--- src/design/lsu_pkg.sv ---
// LSU shared definitions
// Instruction word views, load/store width codes, default memory depth

package lsu_pkg;

  // ==============================
  // Instruction word
  // ==============================

  // Loads read the I-type view, stores the S-type view
  typedef union packed {
    struct packed {
      logic [11:0] imm;
      logic [4:0]  rs1;
      logic [2:0]  funct3;
      logic [4:0]  rd;
      logic [6:0]  opcode;
    } itype;
    struct packed {
      logic [6:0]  imm_hi;
      logic [4:0]  rs2;
      logic [4:0]  rs1;
      logic [2:0]  funct3;
      logic [4:0]  imm_lo;
      logic [6:0]  opcode;
    } stype;
  } rv_instr_u;

  // ==============================
  // Width codes (funct3)
  // ==============================

  // Signed byte and halfword, full word
  localparam logic [2:0] FUNCT3_B  = 3'b000;
  localparam logic [2:0] FUNCT3_H  = 3'b001;
  localparam logic [2:0] FUNCT3_W  = 3'b010;

  // Zero-extended forms for loads only
  localparam logic [2:0] FUNCT3_BU = 3'b100;
  localparam logic [2:0] FUNCT3_HU = 3'b101;

  // ==============================
  // Memory
  // ==============================

  // Depth in 32-bit words
  localparam int MEM_WORDS_DEFAULT = 256;

endpackage
--- src/design/load_extract.sv ---
// Load extractor
// Picks the addressed byte or halfword from the read word and extends it

`timescale 1ns/1ps

module load_extract (
  input  logic [2:0]  funct3,
  input  logic [1:0]  offset,
  input  logic [31:0] rd_data,
  output logic [31:0] extracted
);

  logic [7:0]  byte_sel;
  logic [15:0] half_sel;

  // Byte lane by offset, halfword by offset bit 1
  assign byte_sel = rd_data[{offset, 3'b000} +: 8];
  assign half_sel = offset[1] ? rd_data[31:16] : rd_data[15:0];

  always_comb begin
    case (funct3)
      lsu_pkg::FUNCT3_B: begin
        extracted = {{24{byte_sel[7]}}, byte_sel};
      end
      lsu_pkg::FUNCT3_BU: begin
        extracted = {24'b0, byte_sel};
      end
      lsu_pkg::FUNCT3_H: begin
        extracted = {{16{half_sel[15]}}, half_sel};
      end
      lsu_pkg::FUNCT3_HU: begin
        extracted = {16'b0, half_sel};
      end
      lsu_pkg::FUNCT3_W: begin
        extracted = rd_data;
      end
      default: begin
        // Reserved codes fall back to the full word
        extracted = rd_data;
      end
    endcase
  end

endmodule

--- config.mk ---
export PLATFORM = sky130hd
export DESIGN_NAME = load_extract
export DESIGN_NICKNAME = d
export VERILOG_FILES = /design/src/design/lsu_pkg.sv /design/src/design/load_extract.sv
export SDC_FILE = /design/constraint.sdc
export NUM_CORES = 1
export LEC_CHECK = 0
export BUFFER_PORTS_ARGS = -buffer_cell sky130_fd_sc_hd__buf_2
export CAP_MARGIN = 10
export CORE_UTILIZATION = 25
export DETAILED_ROUTE_END_ITERATION = 8
export GPL_TIMING_DRIVEN = 0
export PLACE_DENSITY = 0.68
export SLEW_MARGIN = 20
export SYNTH_ARGS = -nofsm -noshare
export SYNTH_HDL_FRONTEND = slang
export SYNTH_SLANG_ARGS = --single-unit
export TNS_END_PERCENT = 5
--- constraint.sdc ---
create_clock -name vclk -period 1.3
set_input_delay 0.13 -clock vclk [all_inputs]
set_output_delay 0.13 -clock vclk [all_outputs]
set_load 0.02 [all_outputs]
==> metrics.md <==
| Metric | Value |
|---|---|
| DRT Wirelength | roughly 3600 um |
| Register area share after synthesis | 0% |
| Die width | about 60 um |
| Failing checks | setup timing |
| Post-DP HPWL | 2410 um |
| ANT nets after route | 0 |
| Minimum clock period | 1420 ps |
| Setup violators final | 30 |
| Type of origin of the critical path | primary input |
| Routed vias/inst | 5.27 |
| Area grow syn2layout | 101% |
| Overflow after GRT | 0 |
| # fillers | 290 |
| Post-synthesis adder-cell area fraction | 0% |
| LEAKAGE | 0.000766 uW |
| Yosys cell types | 28 |
| Io pins | 69 |
| Status | finished with violations |
| Cell Area, Synth | between 800 and 900 sq um |
| Hold WC Path Type | in -> out |
| Initial DRC Count | 27 |
| Core outline area | 3130 sq um |
| Initial antenna violation count | 0 |
| Final Max Tran Viols | 0 |
| First-pass GRT wire length | 5440 um |
| RSZ-0062 raised after global routing | yes |
| Worst Tran Pin Value | about 340 ps |
| XOR/XNOR share of the synthesized area | 0% |
| Flip-flop and latch area | 0 sq um |
| Post-Syn Nets | 133 |
| Worst path max stage delay | 290 ps |
| Layout cells sized above 1 | 74.7% |
| Routability congestion estimate | 0.746 |
| Worst EP required | 1170 ps |
| Initial DRT Pass Iterations | 5 |
| I/O Buffers | 68 |
| Power Density | 494 nW/um^2 |
| Fmax | 702 MHz |
| CP max stage cell | mux2_4 |
| Worst IR Drop VDD | 0.000260 V |
| Largest family of logic cells by synthesized area | compound AO/OA/AOI/OAI gates |
| Hold Crit Depth | 3 |
| Mux cell area share after synthesis | 14.2% |
| FFs & Latches | 0 |
| Max_cap viols | 0 |
| Synth Area in Compound Gates | 58.7% |
| Vias in the first global route | 1155 |
| Pwr Total | 842 uW |
| CP Cell Sequence | buf_6, buf_8, buf_6, mux2_4, nor2b_1, a221o_1, buf_6 |
| CP Capture Type | primary output |
| Largest net degree at the start of global routing | 11 |
| Gr usage total | 19.4% |
| WS Path Type | in -> out |
| Placed insts | 208 |
| Crit path DAT | 1290 ps |
| DR DRC count | 0 |
| Die ar. | 3620 sq um |
| Post-Place Setup Slack | -259 ps |
| Hold Crit Start | rd_data[2] |
| Vias | ~1100 |
| WL/cell | about 16 um |
| Starting Density | 27.0% |
| Core Rows | 20 |
| Post-route insts no fill | about 220 |
| Most used cell, CP | buf_6 |
| Simple-gate share of the synthesized area | 17.8% |
| CP max FO | 4 |
| Setup WS post-layout | -124 ps |
| Final hold vios | 0 |
| Layout net count | 213 |
| Mapped Cells | 96 |
| Hold endpoint | extracted[2] |
| Antenna Cells | 0 |
| Max-slew headroom | 77.6% |
| Fin crit share | 110% |
| Synth warn | 0 |
| Chip height | 60.2 um |
| CLK BUF | 0 |
| Post-Syn Area per Cell | 8.81 sq um |
==> power by group <==
group	total (uW)	switching (uW)	internal [uW]
Combinational	842	410	432
Sequential	0	0	0
Clock	0	0	0
Total	842	410	432
==> per-layer routing <==
layer,global-route usage (%),up-vias,part of all wire [%],wire length (um)
met4,2.99,0,1.2,43
met1,24.3,553,41,1470
met5,0,-,0,0
met2,36.3,39,54,1910
li1,-,553,-,-
met3,1.08,4,4.0,144
==> final cells by class <==
type                       count  area, sq um  area share [%]
buffer                        10          124            7.27
timing repair buffer          78          608            35.7
inverter                       2         15.0           0.881
tap                           44         55.1            3.23
multi-input combinational     84          902            52.9
==> logic make-up (layout without fill, tap and decap cells) <==
kind of cell           after synthesis  count (layout)
multiplexers                        11              11
AO/OA/AOI/OAI                       47              47
buffers and inverters               12              90
AND/OR/NAND/NOR                     26              26
==> worst max-delay path by stage <==
stage	slack (ps)	depth (start not counted)	from	to
floorplan	-60	5	funct3[0]	extracted[17]
global placement	-250	6	funct3[1]	extracted[1]
detailed placement	-260	6	funct3[1]	extracted[0]
CTS	-120	7	offset[1]	extracted[2]
global route	-150	7	offset[1]	extracted[2]
finish	-120	7	offset[1]	extracted[2]
==> placed cells by master (no fill, tap or decap), drive strengths merged, types with 2 or more instances in the layout <==
cell type  instances
a2bb2oi           20
a221o              6
a21oi              7
nand2              5
nor2               4
mux2               5
buf               84
and3               2
mux2i              6
clkbuf             4
clkinvlp           2
nor2b             10
a22o               2
o221ai             5
o21a               3
==> per-stage QoR <==
step / utilization [%] / setup TNS, ps / hold slack [ps] / instance area [sq um]
after floorplan: - / -354 / 413 / 846
after global placement: 39.7 / -5400 / 607 / 1240
after detailed placement: 39.7 / -5370 / 608 / 1240
after CTS: 50.6 / -2280 / 595 / 1580
after global routing: 54.5 / -3190 / 607 / 1700
final: 54.5 / -2030 / 593 / 1700
==> critical path, delay by kind of cell <==
kind / cells / cell delay [ps]
compound gates: 1 / 270
mux: 1 / 290
simple gates: 1 / 130
buf+inv: 4 / 460
==> cell usage after synthesis <==
library cell	number	area, sq um
clkinv_1	1	3.75
clkbuf_1	4	15.0
nand2b_1	1	6.26
a221o_1	6	60.1
a2bb2oi_2	14	210
or3b_2	1	8.76
o221ai_1	5	43.8
o21a_1	3	22.5
buf_4	3	22.5
o21ai_2	1	8.76
inv_1	1	3.75
buf_6	3	33.8
o31a_4	1	17.5
mux2_4	1	15.0
a22o_1	2	17.5
a21oi_1	7	35.0
nand2_1	5	18.8
nor4b_1	1	8.76
nor2b_1	10	62.6
a211oi_1	1	7.51
and3_1	2	12.5
a2bb2oi_1	6	52.6
mux2_2	4	45.0
nor3b_2	1	12.5
mux2i_1	6	60.1
a22oi_4	1	21.3
nor2_1	4	15.0
nor3_1	1	5.00
==> repair_timing <==
item / in CTS / in global routing
pin swaps: 6 / 11
resized for setup: 67 / 30
setup buffers: 8 / 0
hold buffers: 0 / 0
endpoints found under the setup margin: 31 / 32
endpoints found under the hold margin: 0 / 0
gates cloned: 2 / 0
(Power assumes the default switching activity.)
