File: src/design/lsu_pkg.sv
// LSU shared definitions
// Instruction word views, load/store width codes, default memory depth

package lsu_pkg;

  // ==============================
  // Instruction word
  // ==============================

  // Loads read the I-type view, stores the S-type view
  typedef union packed {
    struct packed {
      logic [11:0] imm;
      logic [4:0]  rs1;
      logic [2:0]  funct3;
      logic [4:0]  rd;
      logic [6:0]  opcode;
    } itype;
    struct packed {
      logic [6:0]  imm_hi;
      logic [4:0]  rs2;
      logic [4:0]  rs1;
      logic [2:0]  funct3;
      logic [4:0]  imm_lo;
      logic [6:0]  opcode;
    } stype;
  } rv_instr_u;

  // ==============================
  // Width codes (funct3)
  // ==============================

  // Signed byte and halfword, full word
  localparam logic [2:0] FUNCT3_B  = 3'b000;
  localparam logic [2:0] FUNCT3_H  = 3'b001;
  localparam logic [2:0] FUNCT3_W  = 3'b010;

  // Zero-extended forms for loads only
  localparam logic [2:0] FUNCT3_BU = 3'b100;
  localparam logic [2:0] FUNCT3_HU = 3'b101;

  // ==============================
  // Memory
  // ==============================

  // Depth in 32-bit words
  localparam int MEM_WORDS_DEFAULT = 256;

endpackage
File: src/design/data_bus_if.sv
// Word-wide data bus between the LSU controller, store aligner and data memory
// Request pulse out, acknowledge pulse back one cycle later

`timescale 1ns/1ps

interface data_bus_if (
  input logic clk
);

  logic [31:0] addr;
  logic [31:0] wr_data;
  logic [3:0]  mask;
  logic        wr_en;
  logic        req;
  logic [31:0] rd_data;
  logic        ack;

  // Request side
  modport ctrl (output addr, wr_en, req, input ack);

  // Store lanes and the write request they belong to
  modport align (input clk, req, wr_en, output wr_data, mask);

  // Memory side
  modport mem (input addr, wr_data, mask, wr_en, req, output rd_data, ack);

endinterface

File: src/design/lsu_ctrl.sv
// LSU controller
// Accepts one load or store, issues the memory request and reports completion

`timescale 1ns/1ps

module lsu_ctrl #(
  parameter int MEM_WORDS = lsu_pkg::MEM_WORDS_DEFAULT
) (
  input  logic              clk,
  input  logic              rst_n,
  input  lsu_pkg::rv_instr_u ir,
  input  logic [31:0]       addr,
  input  logic              load,
  input  logic              store,
  input  logic              decode_vld,
  data_bus_if.ctrl          bus,
  output logic [2:0]        funct3,
  output logic [1:0]        offset,
  input  logic [31:0]       extracted,
  output logic              decode_rdy,
  output logic              regwr_lsu,
  output logic [4:0]        rd,
  output logic [31:0]       load_data
);

  localparam logic [1:0] S_IDLE    = 2'd0;
  localparam logic [1:0] S_ACCESS  = 2'd1;
  localparam logic [1:0] S_RESPOND = 2'd2;

  logic [1:0] state;
  logic       accept;
  logic [2:0] op_funct3;
  logic       load_q;

  assign accept = decode_vld && (state == S_IDLE);

  // Stores decode funct3 through the S-type view
  assign op_funct3 = store ? ir.stype.funct3 : ir.itype.funct3;

  // ==============================
  // FSM and request pulse
  // ==============================
  always_ff @(posedge clk or negedge rst_n) begin
    if (!rst_n) begin
      state     <= S_IDLE;
      bus.req   <= 1'b0;
      bus.wr_en <= 1'b0;
      load_q    <= 1'b0;
    end else begin
      bus.req <= accept;
      case (state)
        S_IDLE: begin
          if (decode_vld) begin
            state     <= S_ACCESS;
            bus.wr_en <= store;
            load_q    <= load;
          end
        end
        S_ACCESS: begin
          if (bus.ack) state <= S_RESPOND;
        end
        default: state <= S_IDLE;
      endcase
    end
  end

  // Operation fields held for the whole access
  always_ff @(posedge clk) begin
    if (accept) begin
      funct3   <= op_funct3;
      offset   <= addr[1:0];
      rd       <= ir.itype.rd;
      bus.addr <= {addr[31:2], 2'b00};
    end
    if ((state == S_ACCESS) && bus.ack) load_data <= extracted;
  end

  assign decode_rdy = (state == S_RESPOND);
  assign regwr_lsu  = (state == S_RESPOND) && load_q;

  // ==============================
  // Checks
  // ==============================
  a_half_aligned: assert property (@(posedge clk) disable iff (!rst_n)
    accept && (op_funct3[1:0] == 2'b01) |-> (addr[0] == 1'b0));
  a_word_aligned: assert property (@(posedge clk) disable iff (!rst_n)
    accept && (op_funct3[1:0] == 2'b10) |-> (addr[1:0] == 2'b00));
  a_in_range: assert property (@(posedge clk) disable iff (!rst_n)
    accept |-> (addr[31:2] < MEM_WORDS));
  // No new strobe until completion
  a_no_overlap: assert property (@(posedge clk) disable iff (!rst_n)
    (state != S_IDLE) |-> !decode_vld);

endmodule

File: src/flat_wrapper.sv
// flat-port wrapper written by rule: the top's interface ports become plain ports
module lsu_ctrl_flat 
#(
  parameter int MEM_WORDS = lsu_pkg::MEM_WORDS_DEFAULT
)
  (clk, rst_n, ir, addr, load, store, decode_vld, funct3, offset, extracted, decode_rdy, regwr_lsu, rd, load_data, bus_addr, bus_wr_en, bus_req, bus_ack);
  data_bus_if bus_i (.clk(clk));
  input  logic clk;
  input  logic rst_n;
  input  lsu_pkg::rv_instr_u ir;
  input  logic [31:0] addr;
  input  logic load;
  input  logic store;
  input  logic decode_vld;
  output logic [2:0] funct3;
  output logic [1:0] offset;
  input  logic [31:0] extracted;
  output logic decode_rdy;
  output logic regwr_lsu;
  output logic [4:0] rd;
  output logic [31:0] load_data;
  output wire logic [$bits(bus_i.addr)-1:0] bus_addr;
  output wire logic [$bits(bus_i.wr_en)-1:0] bus_wr_en;
  output wire logic [$bits(bus_i.req)-1:0] bus_req;
  input wire logic [$bits(bus_i.ack)-1:0] bus_ack;
  assign bus_addr = bus_i.addr;
  assign bus_wr_en = bus_i.wr_en;
  assign bus_req = bus_i.req;
  assign bus_i.ack = bus_ack;
  lsu_ctrl #(.MEM_WORDS(MEM_WORDS)) u_core (.clk(clk), .rst_n(rst_n), .ir(ir), .addr(addr), .load(load), .store(store), .decode_vld(decode_vld), .bus(bus_i), .funct3(funct3), .offset(offset), .extracted(extracted), .decode_rdy(decode_rdy), .regwr_lsu(regwr_lsu), .rd(rd), .load_data(load_data));
endmodule
File: config.mk
export PLATFORM = sky130hd
export DESIGN_NAME = lsu_ctrl_flat
export DESIGN_NICKNAME = d
export VERILOG_FILES = /design/src/design/lsu_pkg.sv /design/src/design/data_bus_if.sv /design/src/design/lsu_ctrl.sv /design/src/flat_wrapper.sv
export SDC_FILE = /design/constraint.sdc
export NUM_CORES = 1
export LEC_CHECK = 0
export ABC_AREA = 1
export BUFFER_PORTS_ARGS = -buffer_cell sky130_fd_sc_hd__buf_2
export CAP_MARGIN = 20
export CELL_PAD_IN_SITES_DETAIL_PLACEMENT = 1
export CELL_PAD_IN_SITES_GLOBAL_PLACEMENT = 1
export CORE_ASPECT_RATIO = 1.4
export CORE_MARGIN = 4
export CORE_UTILIZATION = 25
export DETAILED_ROUTE_END_ITERATION = 7
export HOLD_SLACK_MARGIN = 0.1
export MAX_ROUTING_LAYER = met4
export PLACE_DENSITY = 0.71
export SLEW_MARGIN = 20
export SYNTH_ARGS = -nofsm -noshare
export SYNTH_HDL_FRONTEND = slang
export SYNTH_SLANG_ARGS = --single-unit
File: constraint.sdc
create_clock -name clk -period 5.6 [get_ports clk]
set_clock_uncertainty 0.15 [all_clocks]
set_input_delay 0 -clock clk [delete_from_list [all_inputs] [get_ports clk]]
set_output_delay 0 -clock clk [all_outputs]
set_load 0.05 [all_outputs]
==> reports/metrics.csv <==
metric,value,unit
synth.yosys.seq_area_share,96.01,%
cp_max_fo,4,
critPathTopFamily,buffers and inverters,
max_stage_delay,0.57,ns
core_area,9183,sq um
proportion_of_register_bits_with_asynchronous_set_or_reset_after_synthesis,6.494,%
slew_headroom,42.26,%
period_minus_slack,2.040,ns
min-delay-path-class,in -> reg,
routed_wire_length_per_instance,16.33,um
globalRouteOverflowTotal,0,
ys.flop_type,sky130_fd_sc_hd__edfxtp_1,
synth_largest_area_cell,sky130_fd_sc_hd__edfxtp_1,
synth.area.mux_share,0,%
run_status,completed,
hold_violations,0,
dpl.hpwl,4524,um
crit_arrival,2.15,ns
timing.final.setup_violations,0,
floorplan.rows,41,
setup_ws,3.560,ns
die_area,11180,sq um
final_design_area_no_fill,4370,sq um
synth_largest_type_area_fraction,90.76,%
cpMaxStageDelayCell,sky130_fd_sc_hd__dlygate4sd3_1,
worstPathRequired,5.71,ns
fmax,0.4902,GHz
filler_cell_count,896,
post_synth_main_area_contributors,"sky130_fd_sc_hd__edfxtp_1 (91%), sky130_fd_sc_hd__dfrtp_1 (5.3%), sky130_fd_sc_hd__nand2_1 (0.79%), sky130_fd_sc_hd__buf_4 (0.63%), sky130_fd_sc_hd__inv_1 (0.47%)",
synth_cell_type_count,12,
synth_area,2382,sq um
drive_above_1_share,48.56,%
yosys_warns,0,
fin_total_pwr,1.700,mW
cts_tree,done,
tritoncts_buffer_count,9,
route.final.wire_length,7429,um
synth-simple-area-share,2.521,%
cts_sinks,77,
drtPass1Iterations,3,
initial_utilization,25.94,%
dpl_worst_slack,3.763,ns
end_kind,register,
worst_tran_pin_value,0.8640,ns
yosys-top-cells-count,"sky130_fd_sc_hd__edfxtp_1 (72), sky130_fd_sc_hd__dfrtp_1 (5), sky130_fd_sc_hd__nand2_1 (5)",
postCtsResizedCells,0,
synth-compound-area-share,0.2101,%
n_antenna_cell,0,
final_min_period_over_clock_period,36.43,%
synth_adder_area_share,0,%
top_count_cell_post_synth,sky130_fd_sc_hd__edfxtp_1,
maxCapViolCount,0,
unrepaired_setup_endpoints_after_global_routing,false,
post_layout_nonfiller_instances,455,
timing.critical_path.buf_inv,2,
detailed_place.area,3286,sq um
route.detailed.vias_per_inst,4.081,
htreeDepth,3,
critical_path.most_common_cell,sky130_fd_sc_hd__dlygate4sd3_1,
grtUsageTotal,13.70,%
port-buffer-count,153,
syn_area_per_cell,24.56,sq um
timing_worst_setup_path_type,reg -> reg,
flops_latches_synth,77,
post-route-drc-count,0,
vias,1857,
synth_xor_area_share,0,%
grt_antenna_before_repair,0,
final_max_slew_viol_count,0,
cell_chain_of_the_critical_path,nor2_2 -> nand3_1 -> dlygate4sd3_1 -> nand2_1 -> dlygate4sd3_1,
top_level_ports,180,
clock-root-buffer,sky130_fd_sc_hd__clkbuf_16,
synth_edf_count,72,
post_place_cells,357,
grt_pass1_vias,2039,
critical_path.startpoint_type,register,
vdd.ir_drop.worst,0.0001666,V
grt_max_degree,42,
ant_nets,0,
synthCells,97,
clock_tree.buffer_depth,2,
worst_setup_hold_path_clk_slew,0.05,ns
clock_latency,0.32,ns
die_w,90.50,um
grt_first_pass_wirelength,11020,um
syn_to_final_growth,83.46,%
dominant_combinational_cell_family_by_area_after_synthesis,simple AND/OR/NAND/NOR gates,
power_density_relative_to_cell_area,389.0,nW/um^2
power.leakage,1.873,nW
detailedRoute.firstIterationViolations,54,
finalWeightedCongestion,0.6863,
tns,0,ns
chipHeight,123.5,um
final_net_count,445,
## worst min-delay path, stage by stage
cell	delay, ns
sky130_fd_sc_hd__buf_2	0.12
sky130_fd_sc_hd__nand2_2	0.09
sky130_fd_sc_hd__inv_1	0.04
sky130_fd_sc_hd__buf_4	0.27
## report_power, final
group          internal [mW]  leakage (nW)  switching, mW
sequential             0.725         0.735         0.0227
combinational          0.117          1.01          0.327
clock                  0.309         0.131          0.199
total                   1.15          1.87          0.549
## final cells by class
class	count	area [sq um]	area share [%]
clock buffers	13	250.2	5.726
inverters	3	11.26	0.2577
flip-flops and latches	77	2287	52.33
clock inverters	3	13.76	0.3149
repair buffers	236	1594	36.47
multi-input cells	16	80.08	1.832
well taps	107	133.9	3.063
## logic make-up after synthesis
logic type / after synthesis
buf+inv: 5
other cells: 1
flops: 77
compound gates: 1
simple gates: 13
## final timing paths
| path | startpoint | cells past startpoint | slack, ns | end |
|---|---|---|---|---|
| min | decode_vld | 4 | 0.18 | u_core.bus.req$_DFF_PN0_ |
| min in group asynchronous | rst_n | 3 | 0.45 | u_core.load_q$_DFFE_PN0P_ |
| min reg2reg | u_core.state[1]$_DFFE_PN0P_ | 3 | 0.52 | u_core.state[1]$_DFFE_PN0P_ |
| max | u_core.state[0]$_DFFE_PN0P_ | 5 | 3.56 | u_core.load_q$_DFFE_PN0P_ |
| max reg2reg | u_core.state[0]$_DFFE_PN0P_ | 5 | 3.56 | u_core.load_q$_DFFE_PN0P_ |
| max in group asynchronous | rst_n | 3 | 4.64 | u_core.bus.req$_DFF_PN0_ |
## per-layer routing
metal / vias to the layer above / share of wire [%] / global-route usage (%)
li1: 862 / - / -
met1: 860 / 39 / 14.64
met2: 125 / 51 / 23.39
met3: 10 / 7.9 / 3.713
met4: 0 / 2.0 / 7.184
met5: - / 0 / -
## per-stage QoR
stage                     utilization [%]  hold WS [ns]
after global placement              35.78       -0.3264
after detailed placement            35.78       -0.3233
after global routing                47.60        0.2238
after floorplan                         -       -0.4456
final                               47.60        0.1780
after CTS                           47.60        0.1772
## sequential cells by signal, indices dropped and copies added (netlist names)
name,flops
u_core.offset,2
u_core.bus.req,1
u_core.rd,5
u_core.bus.addr,30
u_core.state,2
u_core.bus.wr_en,1
u_core.load_data,32
u_core.funct3,3
u_core.load_q,1
## cell usage in the layout (no fill, tap or decap)
cell type,netlist,routed
sky130_fd_sc_hd__buf_2,0,153
sky130_fd_sc_hd__dlygate4sd3_1,0,82
sky130_fd_sc_hd__edfxtp_1,72,72
sky130_fd_sc_hd__clkbuf_16,0,9
sky130_fd_sc_hd__nand2_1,5,5
sky130_fd_sc_hd__dfrtp_1,5,5
sky130_fd_sc_hd__inv_1,3,3
sky130_fd_sc_hd__clkbuf_1,0,3
sky130_fd_sc_hd__nor2_1,3,2
sky130_fd_sc_hd__nand3_1,2,2
sky130_fd_sc_hd__conb_1,1,2
sky130_fd_sc_hd__clkinv_2,0,2
sky130_fd_sc_hd__nor2_2,1,1
sky130_fd_sc_hd__nand2_2,1,1
sky130_fd_sc_hd__nor2_4,0,1
sky130_fd_sc_hd__nor3b_1,1,1
sky130_fd_sc_hd__o21ai_1,1,1
sky130_fd_sc_hd__clkbuf_8,0,1
sky130_fd_sc_hd__clkinv_1,0,1
sky130_fd_sc_hd__buf_4,2,1
## repair_timing
action / CTS / global route
hold buffers: 82 / 0
setup endpoints to repair: 0 / 0
buffers inserted: 0 / 0
endpoints found under the hold margin: 81 / 0
Power figures use the tool's default switching activity.
