--- config.mk ---
export PLATFORM = sky130hd
export DESIGN_NAME = store_align_flat
export DESIGN_NICKNAME = d
export VERILOG_FILES = /design/src/design/lsu_pkg.sv /design/src/design/data_bus_if.sv /design/src/design/store_align.sv /design/src/flat_wrapper.sv
export SDC_FILE = /design/constraint.sdc
export NUM_CORES = 1
export LEC_CHECK = 0
export BUFFER_PORTS_ARGS = -buffer_cell sky130_fd_sc_hd__buf_4
export CAP_MARGIN = 20
export CORE_MARGIN = 10
export CORE_UTILIZATION = 24
export DETAILED_ROUTE_END_ITERATION = 12
export GPL_TIMING_DRIVEN = 1
export PLACE_DENSITY = 0.76
export SLEW_MARGIN = 5
export SYNTH_ARGS = -nofsm -noshare
export SYNTH_HDL_FRONTEND = slang
export SYNTH_SLANG_ARGS = --single-unit
--- constraint.sdc ---
create_clock -name vclk -period 1.83
set_input_delay 0.2745 -clock vclk [all_inputs]
set_output_delay 0.2745 -clock vclk [all_outputs]
set_load 0.005 [all_outputs]
--- src/design/lsu_pkg.sv ---
// LSU shared definitions
// Instruction word views, load/store width codes, default memory depth

package lsu_pkg;

  // ==============================
  // Instruction word
  // ==============================

  // Loads read the I-type view, stores the S-type view
  typedef union packed {
    struct packed {
      logic [11:0] imm;
      logic [4:0]  rs1;
      logic [2:0]  funct3;
      logic [4:0]  rd;
      logic [6:0]  opcode;
    } itype;
    struct packed {
      logic [6:0]  imm_hi;
      logic [4:0]  rs2;
      logic [4:0]  rs1;
      logic [2:0]  funct3;
      logic [4:0]  imm_lo;
      logic [6:0]  opcode;
    } stype;
  } rv_instr_u;

  // ==============================
  // Width codes (funct3)
  // ==============================

  // Signed byte and halfword, full word
  localparam logic [2:0] FUNCT3_B  = 3'b000;
  localparam logic [2:0] FUNCT3_H  = 3'b001;
  localparam logic [2:0] FUNCT3_W  = 3'b010;

  // Zero-extended forms for loads only
  localparam logic [2:0] FUNCT3_BU = 3'b100;
  localparam logic [2:0] FUNCT3_HU = 3'b101;

  // ==============================
  // Memory
  // ==============================

  // Depth in 32-bit words
  localparam int MEM_WORDS_DEFAULT = 256;

endpackage
--- src/design/data_bus_if.sv ---
// Word-wide data bus between the LSU controller, store aligner and data memory
// Request pulse out, acknowledge pulse back one cycle later

`timescale 1ns/1ps

interface data_bus_if (
  input logic clk
);

  logic [31:0] addr;
  logic [31:0] wr_data;
  logic [3:0]  mask;
  logic        wr_en;
  logic        req;
  logic [31:0] rd_data;
  logic        ack;

  // Request side
  modport ctrl (output addr, wr_en, req, input ack);

  // Store lanes and the write request they belong to
  modport align (input clk, req, wr_en, output wr_data, mask);

  // Memory side
  modport mem (input addr, wr_data, mask, wr_en, req, output rd_data, ack);

endinterface

--- src/design/store_align.sv ---
// Store aligner
// Moves store data into its byte lanes and builds the byte write mask

`timescale 1ns/1ps

module store_align (
  data_bus_if.align   bus,
  input  logic [2:0]  funct3,
  input  logic [1:0]  offset,
  input  logic [31:0] store_data
);

  always_comb begin
    case (funct3)
      lsu_pkg::FUNCT3_B: begin
        // Byte copied to every lane and the mask picks one
        bus.wr_data = {4{store_data[7:0]}};
        bus.mask    = 4'b0001 << offset;
      end
      lsu_pkg::FUNCT3_H: begin
        bus.wr_data = {2{store_data[15:0]}};
        bus.mask    = offset[1] ? 4'b1100 : 4'b0011;
      end
      lsu_pkg::FUNCT3_W: begin
        bus.wr_data = store_data;
        bus.mask    = 4'b1111;
      end
      default: begin
        // No store width, so no lane is written
        bus.wr_data = store_data;
        bus.mask    = 4'b0000;
      end
    endcase
  end

  // A write request always touches at least one lane
  a_mask_set: assert property (@(posedge bus.clk)
    bus.req && bus.wr_en |-> (bus.mask != 4'b0000));

endmodule

--- src/flat_wrapper.sv ---
// flat-port wrapper written by rule: the top's interface ports become plain ports
module store_align_flat 
  (funct3, offset, store_data, clk, bus_req, bus_wr_en, bus_wr_data, bus_mask);
  data_bus_if bus_i (.clk(clk));
  input  logic [2:0] funct3;
  input  logic [1:0] offset;
  input  logic [31:0] store_data;
  input wire logic clk;
  input wire logic [$bits(bus_i.req)-1:0] bus_req;
  input wire logic [$bits(bus_i.wr_en)-1:0] bus_wr_en;
  output wire logic [$bits(bus_i.wr_data)-1:0] bus_wr_data;
  output wire logic [$bits(bus_i.mask)-1:0] bus_mask;
  assign bus_i.req = bus_req;
  assign bus_i.wr_en = bus_wr_en;
  assign bus_wr_data = bus_i.wr_data;
  assign bus_mask = bus_i.mask;
  store_align u_core (.bus(bus_i), .funct3(funct3), .offset(offset), .store_data(store_data));
endmodule
==> results of run 1 <==
## per-stage QoR
step,setup WS (ps),hold WS [ps],area [µm²]
3_5_place_dp,256,744,1030
6_report,272,743,1030
4_1_cts,251,744,1030
5_1_grt,200,753,1030
3_3_place_gp,280,740,1030
2_1_floorplan,456,630,503
## worst paths after layout
check | startpoint | end | slack [ps] | cells after the start
worst max-delay path | funct3[0] | bus_wr_data[14] | 270 | 5
worst min-delay path | store_data[6] | bus_wr_data[6] | 740 | 2
## power by group
group	internal [µW]	total (µW)	switching [µW]
combinational	164	259	95.1
clock	0	0	0
sequential	0	0	0
total	164	259	95.1
## cells in the final DEF (no fill, tap or decap)
master | synthesis | routed
a21o_1 | 1 | 1
a21oi_1 | 12 | 12
buf_4 | 8 | 77
inv_1 | 2 | 2
mux2_1 | 2 | 2
mux2_2 | 14 | 14
mux2i_1 | 8 | 8
nand2b_1 | 1 | 1
nor2_1 | 10 | 10
nor2_4 | 1 | 1
nor3_4 | 1 | 1
o21ai_0 | 2 | 2
## metal layers
layer  wire length (µm)  vias up
li1                   -      355
met1                704      309
met2               1230       40
met3                409        0
met4                  0        0
met5                  0        -
## Yosys cell counts
cell	instances	area share, %
mux2_2	14	31
a21oi_1	12	12
nor2_1	10	7.5
buf_4	8	12
mux2i_1	8	16
buf_2	3	3.0
inv_1	2	1.5
mux2_1	2	4.5
o21ai_0	2	2.0
a21o_1	1	1.5
buf_6	1	2.2
nand2b_1	1	1.2
nor2_4	1	2.2
nor3_4	1	3.2
## kinds of logic (layout without fill, tap and decap cells)
kind of cell / Yosys count / count (layout) / share of synthesized area, %
compound gates: 15 / 15 / 15.4
simple gates: 13 / 13 / 14.2
mux: 24 / 24 / 51.7
buf+inv: 14 / 79 / 18.7
## final cells by class
type               count  area [µm²]
repair buffers        77         578
inverters              2        7.51
multi-input cells     52         409
fillers              188         953
well taps             27        33.8
==> results.txt, run 1 <==
Drc violations -> 0
Port buffer count -> 73
Buf+Inv Stages, Crit Path -> 3
Critical Path End Type -> output pin
Setup Fix Bufs, Post-CTS -> 0
WL per Instance -> 14.8 µm
Max-Slew Margin vs Limit -> 86.4%
Number of clock buffers in the layout -> 0
Final Power -> 259 µW
Syn_nets -> 106
Final Hold Fails -> 0
Die width -> 65.8 µm
Leakage -> 0.000544 µW
Vias per cell -> 4.46
Crit path DAT -> 1280 ps
Setup total negative slack -> 0 ps
Crit-path max cell delay -> 330 ps
All-Layer GR Usage -> 9.46%
Startpoint types -> input pin
Least-Margin Pin Slew -> 204 ps
Critical-path cell list -> buf_4 -> nor3_4 -> buf_4 -> mux2_2 -> buf_4
DR pass1 iterations -> 4
Cell Pwr Density -> 252 nW/µm²
Met1 Track Usage GR -> 7.87%
Nets -> 173
Syn Inst Count -> 66
RSZ-0062 raised after global routing -> false
Via Count -> 704
Full die area -> 4330 µm²
Initial core utilization -> 25.4%
Finished Core Util -> 51.9%
Outcome -> finished clean
Post-route antenna net violation count -> 0
Share of layout cells above drive strength 1 -> 71.0%
Max Cap Violations -> 0
First-pass GRT wire length -> 3430 µm
Min-delay worst type -> in -> out
Die height -> 65.8 µm
FF+latch area -> 0 µm²
Final cell count without fillers -> 158
Met3 Track Usage GR -> 6.10%
Hpwl dp -> 2100 µm
Final min period -> 1560 ps
Final Cycle Share -> 85.1%
CP delay by family, top -> buffers and inverters
Post-synthesis sequential area ratio -> 0%
CP max stage cell -> mux2_2
Unique masters post-synth -> 14
WS Path Type -> in -> out
Ports -> 76
Antenna Cells -> 0
Mapped cell area -> 503 µm²
Post-Route WL -> 2340 µm
Dpl cells -> 158
Synthesis-to-finish area growth -> 104%
Met2 Use GR -> 19.1%
Synth warn -> 0
Pins Over Slew Limit -> 0
Routability cong. -> 0.789
DR iter-0 viols -> 50
GRT overflow -> 0
Maximum vdd drop -> 0.119 mV
Most used cell, CP -> buf_4
CP Max Fanout -> 13
Post-cts repair resize count -> 0
Data required, critical path -> 1560 ps
Core area -> 1980 µm²
Site Rows -> 16
Busiest grt layer -> met2
Vias in the first global route -> 749
Syn_area_per_cell -> 7.62 µm²
Largest net degree at the start of global routing -> 14
FF+latch count -> 0
Post-CTS Hold Fix Bufs -> 0
Final setup violation count -> 0
Peak Freq -> 642 MHz
Initial antenna violation count -> 0
(Power assumes the default switching activity.)
==> inputs of run 2 (changes only) <==
--- a/config.mk
+++ b/config.mk
@@ -5,13 +5,14 @@
 export SDC_FILE = /design/constraint.sdc
 export NUM_CORES = 1
 export LEC_CHECK = 0
+export ABC_AREA = 1
 export BUFFER_PORTS_ARGS = -buffer_cell sky130_fd_sc_hd__buf_4
 export CAP_MARGIN = 20
 export CORE_MARGIN = 10
 export CORE_UTILIZATION = 24
 export DETAILED_ROUTE_END_ITERATION = 12
 export GPL_TIMING_DRIVEN = 1
-export PLACE_DENSITY = 0.76
+export PLACE_DENSITY = 0.79
 export SLEW_MARGIN = 5
 export SYNTH_ARGS = -nofsm -noshare
 export SYNTH_HDL_FRONTEND = slang
==> constraint.sdc (replaced) <==
create_clock -name vclk -period 1.34
set_input_delay 0.201 -clock vclk [all_inputs]
set_output_delay 0.201 -clock vclk [all_outputs]
set_load 0.005 [all_outputs]
==> run 2 against run 1 <==
Compared with the run above: design area unchanged; global-route usage increased by 1.6 points; synthesized cell count increased by 64%; clock-buffer cell count unchanged; cell count increased by 26%; largest power group unchanged; highest routed layer unchanged.
==> results.txt, run 2 <==
Setup total negative slack -> 0 ps (unchanged)
DR pass1 iterations -> 4 (unchanged)
Post-Synth XOR/XNOR Area -> 0% (unchanged)
Fill cells -> 219 (was 188)
Post-Route WL -> 2620 µm (was 2340 µm)
Die width -> 66.0 µm (was 65.8 µm)
Simple logic cell fraction of the synthesized area -> 76.5% (was 14.2%)
Leakage -> 0.000643 µW (was 0.000544 µW)
Crit-path max cell delay -> 210 ps (was 330 ps)
Initial antenna violation count -> 0 (unchanged)
CP max stage cell -> buf_4 (was mux2_2)
All-Layer GR Usage -> 11.0% (was 9.46%)
Pins Over Slew Limit -> 0 (unchanged)
Outcome -> finished clean (unchanged)
Multi-input logic area -> 390 µm² (was 409 µm²)
GRT overflow -> 0 (unchanged)
Post-cts repair resize count -> 0 (unchanged)
RSZ-0062 raised after global routing -> false (unchanged)
Peak Freq -> 817 MHz
Critical-path cell list -> buf_4 -> nor2_4 -> buf_4 -> nand3_1 -> nand3_1 -> buf_4 (was buf_4 -> nor3_4 -> buf_4 -> mux2_2 -> buf_4)
Post-Synth Adder-Cell Area -> 0% (unchanged)
Number of clock buffers in the layout -> 0 (unchanged)
Final cell count without fillers -> 199 (was 158)
Pre-CTS WS -> 65.7 ps (was 256 ps)
Final setup violation count -> 0 (unchanged)
Setup Fix Bufs, Post-CTS -> 0 (unchanged)
Initial core utilization -> 25.6% (was 25.4%)
Final Power -> 356 µW (was 259 µW)
Largest net degree at the start of global routing -> 17 (was 14)
Crit path DAT -> 1020 ps (was 1280 ps)
Syn_nets -> 148 (was 106)
Largest family of logic cells by synthesized area -> simple AND/OR/NAND/NOR gates (was multiplexers)
Leading area contributor after synthesis -> nand2_1 (was mux2_2)
Min-delay worst type -> in -> out (unchanged)
Core area -> 1980 µm² (unchanged)
Mux cell area share after synthesis -> 0% (was 51.7%)
Share of layout cells above drive strength 1 -> 47.1% (was 71.0%)
Most used cell, CP -> buf_4 (unchanged)
Commonest cells post-synth -> nand2_1 (50), nand3_1 (34), buf_4 (10) (was mux2_2 (14), a21oi_1 (12), nor2_1 (10))
Dpl cells -> 199 (was 158)
Count leader, synth -> nand2_1 (was mux2_2)
Startpoint types -> input pin (unchanged)
Synth top area share -> 37.0% (was 31.3%)
Drc violations -> 0 (unchanged)
Final min period -> 1220 ps
CP Max Fanout -> 14 (was 13)
Max-Slew Margin vs Limit -> 81.9% (was 86.4%)
Routability cong. -> 0.789 (unchanged)
Vias in the first global route -> 972 (was 749)
Post-route antenna net violation count -> 0 (unchanged)
Most frequent cells in the layout -> buf_4 (78), nand2_1 (49), nand3_1 (34) (was buf_4 (77), mux2_2 (14), a21oi_1 (12))
Ports -> 76 (unchanged)
Post-synthesis sequential area ratio -> 0% (unchanged)
Least-Margin Pin Slew -> 271 ps (was 204 ps)
Nets -> 214 (was 173)
WL per Instance -> 13.2 µm (was 14.8 µm)
Site Rows -> 16 (unchanged)
Syn_area_per_cell -> 4.69 µm² (was 7.62 µm²)
Port buffer count -> 73 (unchanged)
Cell Pwr Density -> 346 nW/µm² (was 252 nW/µm²)
Compound-gate portion of the synthesized area -> 0% (was 15.4%)
Synth warn -> 0 (unchanged)
Hold Path Depth -> 2 (unchanged)
Post-CTS Hold Fix Bufs -> 0 (unchanged)
Mapped cell area -> 507 µm² (was 503 µm²)
Design Area, Final -> 1030 µm² (unchanged)
Final Cycle Share -> 91.3%
Vias per cell -> 4.57 (was 4.46)
FF+latch count -> 0 (unchanged)
Largest cells by area after synthesis -> nand2_1 (37%), nand3_1 (34%), buf_4 (15%) (was mux2_2 (31%), mux2i_1 (16%), a21oi_1 (12%))
Placed inst area -> 1030 µm² (about the same)
WS Path Type -> in -> out (unchanged)
Antenna Cells -> 0 (unchanged)
Maximum vdd drop -> 0.152 mV (was 0.119 mV)
Hpwl dp -> 2300 µm (was 2100 µm)
Data required, critical path -> 1140 ps (was 1560 ps)
DR iter-0 viols -> 50 (unchanged)
Final Hold Fails -> 0 (unchanged)
Max Cap Violations -> 0 (unchanged)
First-pass GRT wire length -> 4130 µm (was 3430 µm)
Synthesis-to-finish area growth -> 103% (was 104%)
Unique masters post-synth -> 11 (was 14)
Worst setup margin -> 116 ps (was 272 ps)
FF+latch area -> 0 µm² (unchanged)
Syn Inst Count -> 108 (was 66)
Commonest non-fill, non-tap cell in the layout -> buf_4 (unchanged)
Full die area -> 4350 µm² (was 4330 µm²)
Critical Path End Type -> output pin (unchanged)
Die height -> 66.0 µm (was 65.8 µm)
Via Count -> 909 (was 704)
[run 2: changes by cell type after synthesis, sizes merged, moves of 2 or more]
cell   delta
nor2      -7
o21ai     -2
mux2     -16
a21oi    -12
inv       +3
nand3    +34
nand2    +50
mux2i     -8
[run 2: cell type report]
| type | count | share of cell area, % |
|---|---|---|
| inverter | 5 | 1.82 |
| timing repair buffer | 78 | 56.9 |
| multi-input combinational | 89 | 38.0 |
| tap | 27 | 3.28 |
[run 2: layer usage]
layer  global-route usage [%]  vias to the layer above  part of all wire [%]
li1                         -                      471                     -
met1                     10.8                      391                    35
met2                     21.0                       47                    49
met3                     6.10                        0                    15
met4                        0                        0                     0
met5                        0                        -                     0
[run 2: worst paths after layout]
check,startpoint,endpoint,slack [ps]
worst min-delay path,store_data[1],bus_wr_data[1],590
worst max-delay path,funct3[1],bus_mask[3],120
[run 2: worst max-delay path, delay by kind of cell]
| family | cells | cell delay, ps |
|---|---|---|
| AND/OR/NAND/NOR | 3 | 380 |
| buffers and inverters | 3 | 440 |
[run 2: metrics by stage]
| step | hold WS (ps) | utilization [%] |
|---|---|---|
| after global routing | 599 | 51.9 |
| after global placement | 591 | 51.8 |
| after CTS | 592 | 51.8 |
| after detailed placement | 591 | 51.8 |
| final | 589 | 51.9 |
| after floorplan | 483 | - |
[run 2: report_power, final]
group / switching [µW] / internal [µW]
combinational: 149 / 206
sequential: 0 / 0
clock: 0 / 0
[run 2: kinds of logic (layout without fill, tap and decap cells)]
logic type | count (synthesis) | count (layout)
AND/OR/NAND/NOR | 89 | 89
buffers and inverters | 19 | 83
